[config.mk]
export PLATFORM = sky130hd
export DESIGN_NAME = smu_ctrl_top
export DESIGN_NICKNAME = d
export VERILOG_FILES = /design/src/hdl/smu_ctrl_pkg.sv /design/src/hdl/reg_bus_if.sv /design/src/hdl/spi_frame_rx.sv /design/src/hdl/ctrl_reg_slot.sv /design/src/hdl/readback_sel.sv /design/src/hdl/periph_spi_mux.sv /design/src/hdl/smu_ctrl_top.sv
export SDC_FILE = /design/constraint.sdc
export NUM_CORES = 1
export LEC_CHECK = 0
export BUFFER_PORTS_ARGS = -buffer_cell sky130_fd_sc_hd__buf_2
export CORE_AREA = 2 2 104 81
export CTS_CLUSTER_SIZE = 25
export DETAILED_ROUTE_END_ITERATION = 10
export DIE_AREA = 0 0 106 83
export PLACE_DENSITY = 0.85
export SYNTH_ARGS = -nofsm -noshare
export SYNTH_HDL_FRONTEND = slang
export SYNTH_SLANG_ARGS = --single-unit
[constraint.sdc]
create_clock -name clk -period 6.35 [get_ports clk]
set_clock_uncertainty 0.1 [all_clocks]
set_input_delay 0.635 -clock clk [delete_from_list [all_inputs] [get_ports clk]]
set_output_delay 0.635 -clock clk [all_outputs]
set_load 0.05 [all_outputs]
[src/hdl/smu_ctrl_pkg.sv]
/*
  Shared widths, register map and preset tables for the SMU control FPGA.
  Modules refer to these by scoped name; the slot order here fixes the
  meaning of every nibble in the register bank.
*/

package smu_ctrl_pkg;

  //////////////////////////////
  // widths

  // one control register
  localparam int NIBBLE_W = 4;

  // default bank size, the top level passes its own copy down
  localparam int NUM_REGS = 8;

  // address byte then value byte, msb first
  localparam int FRAME_W = 16;

  typedef logic [NIBBLE_W-1:0] ctrl_nibble_t;

  // bank of register outputs, slot 0 in the low nibble
  typedef logic [NUM_REGS-1:0][NIBBLE_W-1:0] ctrl_bank_t;

  typedef logic [7:0] spi_byte_t;

  //////////////////////////////
  // address map

  // slot i answers at REG_BASE + i
  localparam spi_byte_t REG_BASE = 8'd16;

  // rail monitor inputs, read only
  localparam spi_byte_t ADDR_MON_RAILS = 8'd24;

  // whole bank commands, the value byte is ignored
  localparam spi_byte_t ADDR_SOFT_RESET = 8'd11;
  localparam spi_byte_t ADDR_RAILS_UP = 8'd6;

  //////////////////////////////
  // presets
  //
  // slot order, high to low:
  // rails_oe mux_sel mux_pol dac_ref_mux rails dac_ctl periph_sel led

  // power-on state, analog switches and rail enables are active low
  localparam ctrl_bank_t SOFT_RESET_VAL = {
    4'b1111,
    4'b1111,
    4'b1111,
    4'b0000,
    4'b0000,
    4'b0000,
    4'b0000,
    4'b0000
  };

  // rails on, switches still off
  // dac_ctl and periph_sel entries are never loaded, see keep mask
  localparam ctrl_bank_t RAILS_UP_VAL = {
    4'b0000,
    4'b1111,
    4'b1111,
    4'b0011,
    4'b0011,
    4'b0000,
    4'b0000,
    4'b0000
  };

  // dac already set up before the rails come up, leave it alone
  localparam logic [NUM_REGS-1:0] RAILS_UP_KEEP = 8'b0000_0110;

  // shifted out while the address byte is still coming in
  localparam spi_byte_t READ_IDLE_BYTE = 8'hFF;

  // slot feeding the peripheral chip select decode
  localparam int SLOT_PERIPH_SEL = 1;

endpackage

[src/hdl/reg_bus_if.sv]
/*
  Register bus between the SPI frame receiver, the control slots and
  the readback selector. One broadcast write group, one read group.
*/

interface reg_bus_if (
  input logic clk
);

  // broadcast write, addr and val valid while commit is high
  logic                       commit;
  smu_ctrl_pkg::spi_byte_t    addr;
  smu_ctrl_pkg::spi_byte_t    val;

  // read path, answered combinationally
  smu_ctrl_pkg::spi_byte_t    rd_addr;
  smu_ctrl_pkg::ctrl_nibble_t rd_data;

  // frame receiver side
  modport rx (
    input  clk,
    output commit,
    output addr,
    output val,
    output rd_addr,
    input  rd_data
  );

  // every slot listens, each one matches its own address
  modport slot (
    input clk,
    input commit,
    input addr,
    input val
  );

  modport readback (
    input  rd_addr,
    output rd_data
  );

endinterface

[src/hdl/spi_frame_rx.sv]
/*
  SPI slave for 16-bit register frames, pins oversampled in the clk domain.
  Needs at least 3 clk cycles per sck half period. A frame of exactly
  FRAME_W bits commits 3 cycles after cs_n is first seen high.
*/

module spi_frame_rx (
  input  logic        clk,
  input  logic        arst_n,
  input  logic        sck,
  input  logic        cs_n,
  input  logic        mosi,
  output logic        sdo,
  reg_bus_if.rx       bus
);

  localparam int BYTE_W = $bits(smu_ctrl_pkg::spi_byte_t);
  localparam int CNT_W = $clog2(smu_ctrl_pkg::FRAME_W) + 1;

  // two sync flops, third stage is edge history
  logic [2:0] sck_q;
  logic [2:0] cs_n_q;
  logic [1:0] mosi_q;

  logic in_frame;
  logic sck_rise;
  logic sck_fall;
  logic cs_rise;

  logic [CNT_W-1:0] bit_cnt;
  logic [smu_ctrl_pkg::FRAME_W-1:0] rx_shift;
  smu_ctrl_pkg::spi_byte_t tx_shift;
  logic frame_ok;

  //////////////////////////////
  // pin sync and edges

  always_ff @(posedge clk or negedge arst_n)
  begin
    if (!arst_n)
    begin
      sck_q  <= '0;
      cs_n_q <= '1;
      mosi_q <= '0;
    end
    else
    begin
      sck_q  <= {sck_q[1:0], sck};
      cs_n_q <= {cs_n_q[1:0], cs_n};
      mosi_q <= {mosi_q[0], mosi};
    end
  end

  assign in_frame = ~cs_n_q[1];
  // sck edges only count inside a frame
  assign sck_rise = in_frame & sck_q[1] & ~sck_q[2];
  assign sck_fall = in_frame & ~sck_q[1] & sck_q[2];
  assign cs_rise  = cs_n_q[1] & ~cs_n_q[2];

  //////////////////////////////
  // bit count and transmit side

  always_ff @(posedge clk or negedge arst_n)
  begin
    if (!arst_n)
    begin
      bit_cnt  <= '0;
      tx_shift <= smu_ctrl_pkg::READ_IDLE_BYTE;
    end
    else if (!in_frame)
    begin
      // idle, ready for the next frame
      bit_cnt  <= '0;
      tx_shift <= smu_ctrl_pkg::READ_IDLE_BYTE;
    end
    else
    begin
      // saturate so long frames never wrap back to FRAME_W
      if (sck_rise && bit_cnt != '1)
        bit_cnt <= bit_cnt + 1'b1;
      if (sck_fall)
      begin
        // address byte done, rd_addr already latched
        if (bit_cnt == CNT_W'(BYTE_W))
          tx_shift <= {{(BYTE_W - smu_ctrl_pkg::NIBBLE_W){1'b0}}, bus.rd_data};
        else
          tx_shift <= {tx_shift[BYTE_W-2:0], 1'b0};
      end
    end
  end

  assign sdo = tx_shift[BYTE_W-1];

  // read address, taken with the eighth bit
  always_ff @(posedge clk or negedge arst_n)
  begin
    if (!arst_n)
      bus.rd_addr <= '0;
    else if (sck_rise && bit_cnt == CNT_W'(BYTE_W - 1))
      bus.rd_addr <= {rx_shift[BYTE_W-2:0], mosi_q[1]};
  end

  //////////////////////////////
  // receive shifter and commit

  always_ff @(posedge clk)
  begin
    if (sck_rise)
      rx_shift <= {rx_shift[smu_ctrl_pkg::FRAME_W-2:0], mosi_q[1]};
    if (frame_ok)
    begin
      bus.addr <= rx_shift[smu_ctrl_pkg::FRAME_W-1:BYTE_W];
      bus.val  <= rx_shift[BYTE_W-1:0];
    end
  end

  // length check on cs_n rise, commit one cycle later with the payload
  always_ff @(posedge clk or negedge arst_n)
  begin
    if (!arst_n)
    begin
      frame_ok   <= 1'b0;
      bus.commit <= 1'b0;
    end
    else
    begin
      frame_ok   <= cs_rise && (bit_cnt == CNT_W'(smu_ctrl_pkg::FRAME_W));
      bus.commit <= frame_ok;
    end
  end

endmodule

[src/hdl/ctrl_reg_slot.sv]
/*
  One 4-bit control register on the broadcast bus. Writes use the
  set/clear/toggle encoding, the two command addresses load presets.
*/

module ctrl_reg_slot #(
  parameter smu_ctrl_pkg::spi_byte_t    ADDR         = smu_ctrl_pkg::REG_BASE,
  parameter smu_ctrl_pkg::ctrl_nibble_t RESET_VAL    = '0,
  parameter smu_ctrl_pkg::ctrl_nibble_t RAILS_UP_VAL = '0,
  parameter bit                         KEEP         = 1'b0
) (
  input  logic                       clk,
  input  logic                       arst_n,
  reg_bus_if.slot                    bus,
  output smu_ctrl_pkg::ctrl_nibble_t value
);

  localparam int NW = smu_ctrl_pkg::NIBBLE_W;

  smu_ctrl_pkg::ctrl_nibble_t set_bits;
  smu_ctrl_pkg::ctrl_nibble_t clr_bits;
  smu_ctrl_pkg::ctrl_nibble_t overlap;
  smu_ctrl_pkg::ctrl_nibble_t upd_val;

  // value byte: set nibble low, clear nibble high
  assign set_bits = bus.val[NW-1:0];
  assign clr_bits = bus.val[2*NW-1:NW];
  assign overlap  = set_bits & clr_bits;

  always_comb
  begin
    // both set and clear on a bit means toggle it
    if (overlap != '0)
      upd_val = value ^ overlap;
    else
      upd_val = (value | set_bits) & ~clr_bits;
  end

  always_ff @(posedge clk or negedge arst_n)
  begin
    if (!arst_n)
      value <= RESET_VAL;
    else if (bus.commit)
    begin
      if (bus.addr == ADDR)
        value <= upd_val;
      else if (bus.addr == smu_ctrl_pkg::ADDR_SOFT_RESET)
        value <= RESET_VAL;
      // kept slots ride through rails-up untouched
      else if (bus.addr == smu_ctrl_pkg::ADDR_RAILS_UP && !KEEP)
        value <= RAILS_UP_VAL;
    end
  end

endmodule

[src/hdl/readback_sel.sv]
/*
  Read mux for the frame receiver. Answers slot addresses with the slot
  value and the monitor address with the rail inputs, zero elsewhere.
*/

module readback_sel #(
  parameter int NUM_REGS = smu_ctrl_pkg::NUM_REGS
) (
  input  smu_ctrl_pkg::ctrl_bank_t   regs,
  input  smu_ctrl_pkg::ctrl_nibble_t mon_rails,
  reg_bus_if.readback                bus
);

  //////////////////////////////
  // address decode

  // purely combinational, the receiver loads the result
  // on the sck fall after the address byte
  always_comb
  begin
    // unused addresses read as zero
    bus.rd_data = '0;

    if (bus.rd_addr == smu_ctrl_pkg::ADDR_MON_RAILS)
      bus.rd_data = mon_rails;

    // slot window REG_BASE .. REG_BASE + NUM_REGS - 1
    for (int i = 0; i < NUM_REGS; i++)
    begin
      if (bus.rd_addr == smu_ctrl_pkg::spi_byte_t'(smu_ctrl_pkg::REG_BASE + i))
        bus.rd_data = regs[i];
    end
  end

endmodule

[src/hdl/periph_spi_mux.sv]
/*
  Peripheral SPI pass-through on the second chip select.
  periph_sel picks which devices see cs2_n and which MISO lines return.
*/

module periph_spi_mux (
  input  logic                       cs2_n,
  input  smu_ctrl_pkg::ctrl_nibble_t periph_sel,
  input  logic                       sdo,
  input  smu_ctrl_pkg::ctrl_nibble_t periph_miso,
  output smu_ctrl_pkg::ctrl_nibble_t periph_cs_n,
  output logic                       miso
);

  logic sel_miso;

  //////////////////////////////
  // chip selects

  // cs2_n high, nothing selected
  // low, every device with its periph_sel bit set is pulled low
  assign periph_cs_n = cs2_n ? '1 : ~periph_sel;

  //////////////////////////////
  // miso return

  // unselected devices may float, so mask before the or
  assign sel_miso = |(periph_sel & periph_miso);

  // register bank drives miso whenever cs2_n is idle
  assign miso = cs2_n ? sdo : sel_miso;

endmodule

[src/hdl/smu_ctrl_top.sv]
/*
  Top level of the SMU control FPGA. SPI frames on cs_n write and read
  the control bank, cs2_n passes the host through to the peripherals.
*/

module smu_ctrl_top #(
  parameter int NUM_REGS = smu_ctrl_pkg::NUM_REGS
) (
  input  logic                       clk,
  input  logic                       arst_n,
  // host spi
  input  logic                       sck,
  input  logic                       cs_n,
  input  logic                       mosi,
  input  logic                       cs2_n,
  output logic                       miso,
  // rail monitor comparators
  input  smu_ctrl_pkg::ctrl_nibble_t mon_rails,
  // peripheral spi devices
  input  smu_ctrl_pkg::ctrl_nibble_t periph_miso,
  output smu_ctrl_pkg::ctrl_nibble_t periph_cs_n,
  // control register outputs
  output smu_ctrl_pkg::ctrl_bank_t   reg_out
);

  // register bank serial out, before the pass-through mux
  logic sdo;

  reg_bus_if u_bus (
    .clk (clk)
  );

  //////////////////////////////
  // frame receiver

  spi_frame_rx u_rx (
    .clk    (clk),
    .arst_n (arst_n),
    .sck    (sck),
    .cs_n   (cs_n),
    .mosi   (mosi),
    .sdo    (sdo),
    .bus    (u_bus)
  );

  //////////////////////////////
  // control slots

  // address and presets per slot from the package tables
  for (genvar i = 0; i < NUM_REGS; i++)
  begin : g_slot
    ctrl_reg_slot #(
      .ADDR         (smu_ctrl_pkg::spi_byte_t'(smu_ctrl_pkg::REG_BASE + i)),
      .RESET_VAL    (smu_ctrl_pkg::SOFT_RESET_VAL[i]),
      .RAILS_UP_VAL (smu_ctrl_pkg::RAILS_UP_VAL[i]),
      .KEEP         (smu_ctrl_pkg::RAILS_UP_KEEP[i])
    ) u_slot (
      .clk    (clk),
      .arst_n (arst_n),
      .bus    (u_bus),
      .value  (reg_out[i])
    );
  end

  //////////////////////////////
  // readback and pass-through

  readback_sel #(
    .NUM_REGS (NUM_REGS)
  ) u_readback (
    .regs      (reg_out),
    .mon_rails (mon_rails),
    .bus       (u_bus)
  );

  periph_spi_mux u_periph (
    .cs2_n       (cs2_n),
    .periph_sel  (reg_out[smu_ctrl_pkg::SLOT_PERIPH_SEL]),
    .sdo         (sdo),
    .periph_miso (periph_miso),
    .periph_cs_n (periph_cs_n),
    .miso        (miso)
  );

endmodule

==> flow_summary_export.csv <==
group,metric,value,unit
finish,fin_util,67.5,%
routing,wl,11300,µm
clocking,clock_latency,370,ps
power,power_frac_comb,2.6,%
routing,drt-initial-drc-count,420,
run_status,outcome,"finished, final reports clean",
critical_path,r2r-end,"g_slot[2].u_slot.value[0]$_DFFE_PN0P_",
logic_synthesis,yosysUniqueCellTypes,70,
timing,setup_tns,0,ps
timing,maxSlewViolCount,0,
logic_synthesis,syn-instance-count,424,
logic_synthesis,yosys_warnings,0,
critical_path,cp.required,6500,ps
power,leakage,2.13,nW
global_routing,grt_overflow,0,
routing,firstDrtPassIters,8,
logic_synthesis,ys_ff_latch,95,
global_routing,grt.total_usage,26.2,%
finish,nFillCells,575,
placed_design,gp_congestion,0.924,
critical_path,arrival,2890,ps
clocking,htreeDepth,3,
timing,timing.fmax,0.365,GHz
hold_path,min_to,"u_rx.cs_n_q[0]$_DFF_PN1_",
global_routing,antenna_found_initial,0,
power,pwr-share-seq,59.9,%
critical_path,worstPathMaxFanout,8,
timing,period_needed,2740,ps
logic_synthesis,syn-num-nets,441,
critical_path,crit_path_start,"u_rx.bus.addr[5]$_DFFE_PP_",
power,ir_worst_vdd,0.000185,V
job,maxCapViolCount,0,
floorplan,start_util,61.2,%
floorplan,die_height,83,µm
clocking,cts_root_buffer,"clkbuf_8",
routing,vias_per_cell,6.52,
timing,hold_violations,0,
power,sw_frac_of_total,24.4,%
clocking,clkTransAtPathRegs,110,ps
timing,period_share,43.1,%
logic_synthesis,ys_seq_area_share,54.2,%
timing,worst_pin_slew,1060,ps
finish,fin_nets,480,
logic_synthesis,synth_area_leaders,"dfrtp_1 21%, edfxtp_1 20%, dfstp_2 13%",
routing,wl_per_cell,19.7,µm
timing,setup_viol,0,
critical_path,endpoint_kind,"register",
clocking,clock_sinks,95,
logic_synthesis,synth_top_area_share,21.1,%
clocking,clock_path_buffers,2,
hold_path,hold_path.class,"primary input to register",
critical_path,crit_top_cell,"o21ai_0",
logic_synthesis,synthArstFlopShare,66.3,%
routing,vias,3738,
critical_path,crit_type,"register to register",
global_routing,grt_max_degree,64,
clocking,cts_buffers,9,
critical_path,slowest_delay,960,ps
timing,relSlewSlack,28.5,%
finish,syn2layout_area_growth,10.3,%
finish,final_cell_mix,"50 x a21oi_1, 50 x buf_2, 40 x dfrtp_1",
timing,grt_setup_unrepaired,"false",
critical_path,path_cells,"or4b_1 -> nor4bb_1 -> o21ai_0 -> nand2_1 -> o21ai_0",
clocking,cts_tree,"built",
logic_synthesis,synth_top_cell_by_area,"dfrtp_1",
finish,antenna_cells,0,
clocking,hold_buffers,0,
floorplan,coreArea,7740,µm²
routing,antenna_left,0,
clocking,cts_setup_buffers,0,
clocking,postCtsResizedCells,0,
global_routing,grt_first_pass_wirelength,18000,µm
logic_synthesis,synth-edff-count,32,
floorplan,num_rows,28,
power,p_int,0.823,mW
power,clockPowerShare,37.5,%
routing,drc,0,
floorplan,die-area,8800,µm²
critical_path,timing.rr.start,"u_rx.bus.addr[5]$_DFFE_PP_",
logic_synthesis,synth_flop_cell,"dfrtp_1",
placed_design,dp_hpwl,7900,µm
logic_synthesis,syn_avg_cell_area,11.2,µm²
hold_path,min_from,"cs_n",
hold_path,hold_depth,1,
power,power.switching,0.265,mW
critical_path,ff2ff_path_depth,5,
placed_design,port_buffers,50,
critical_path,crit_slowest_cell,"nor4bb_1",
floorplan,io_pins,51,
critical_path,r2r_slack,3610,ps
global_routing,first_global_vias,3478,
logic_synthesis,synthesis.area,4730,µm²
critical_path,crit_path_start_kind,"register",
finish,drive_gt1_share,28.4,%
floorplan,die_x,106,µm
power,p_per_area,208,nW/µm²
[final cells by class]
| cell class | count | area (µm²) | area share, % |
|---|---|---|---|
| multi-input cells | 296 | 2020 | 38.6 |
| inverters | 9 | 33.8 | 0.647 |
| flip-flops and latches | 95 | 2570 | 49.1 |
| repair buffers | 52 | 265 | 5.08 |
| clock buffers | 10 | 138 | 2.64 |
| well taps | 105 | 131 | 2.52 |
| clock inverters | 6 | 72.6 | 1.39 |
[cells by family (layout without fill, tap and decap cells)]
group | Yosys count | count (layout) | share of synthesized area, %
fa+ha+maj | 3 | 3 | 0.793
simple gates | 122 | 122 | 15.4
flops | 95 | 95 | 54.2
compound gates | 146 | 146 | 20.1
xor+xnor | 2 | 2 | 0.370
mux | 23 | 23 | 5.84
buf+inv | 33 | 77 | 3.33
[cell usage after synthesis (all sizes together), types with 4 or more instances]
cell type  instances
nor3               8
nand2             27
mux2i              7
nor2              25
and3               4
o22a               5
nor2b              5
clkbuf            14
nand3             10
inv                9
o21ai             28
edfxtp            32
nand3b             4
dfrtp             40
a31o              11
nand2b             9
buf               10
a211o              4
a21oi             51
nor3b              5
mux2              14
dfstp             23
a31oi             11
o21a               8
[worst max path at each step]
| stage | endpoint | slack, ps |
|---|---|---|
| final | g_slot[2].u_slot.value[0]$_DFFE_PN0P_ | 3610 |
| after global routing | g_slot[2].u_slot.value[0]$_DFFE_PN0P_ | 3350 |
| after CTS | g_slot[2].u_slot.value[0]$_DFFE_PN0P_ | 3650 |
| after detailed placement | g_slot[2].u_slot.value[0]$_DFFE_PN0P_ | 3670 |
| after global placement | g_slot[2].u_slot.value[3]$_DFFE_PN0P_ | 3830 |
| after floorplan | u_rx.bus.rd_addr[0]$_DFFE_PN0P_ | 3420 |
[sequential cells by signal (all words and copies together) (netlist names)]
| register | flops |
|---|---|
| u_rx.mosi_q | 2 |
| g_slot.u_slot.value | 32 |
| u_rx.bit_cnt | 5 |
| u_rx.frame_ok | 1 |
| u_rx.rx_shift | 16 |
| u_rx.sck_q | 3 |
| u_rx.bus.commit | 1 |
| u_rx.bus.addr | 8 |
| u_rx.tx_shift | 8 |
| u_rx.cs_n_q | 3 |
| u_rx.bus.val | 8 |
| u_rx.bus.rd_addr | 8 |
[routing by layer]
layer  vias to the layer above  wire length (µm)  GRT usage [%]
met2                       211              5030           37.0
met5                         -                 0              0
met4                         0               239           8.73
met1                      1812              4960           39.3
li1                       1690                 -              -
met3                        25              1040           7.14
[power by group through the flow]
stage	registers, mW	logic (mW)	clock network [mW]
finish	0.651	0.0288	0.408
global route	0.653	0.0326	0.442
CTS	0.651	0.0295	0.416
detailed placement	0.663	0.0292	0
global placement	0.662	0.0283	0
floorplan	0.660	0.0146	0
[worst max-delay path, delay by kind of cell, from the launching register on]
kind / cells / cell delay (ps)
flip-flops: 1 / 390
AO/OA/AOI/OAI: 2 / 310
AND/OR/NAND/NOR: 3 / 1820
[stage by stage]
step / power (mW) / std cells / worst slack, ps / area (µm²) / hold slack (ps)
2_1_floorplan: 0.674 / 424 / 3420 / 4730 / 231
3_3_place_gp: 0.691 / 557 / 3830 / 5010 / 232
3_5_place_dp: 0.692 / 557 / 3670 / 5010 / 246
4_1_cts: 1.10 / 573 / 3650 / 5220 / 238
5_1_grt: 1.13 / 573 / 3350 / 5220 / 227
6_report: 1.09 / 573 / 3610 / 5220 / 253
No activity file was read; power rests on OpenSTA's default activity.
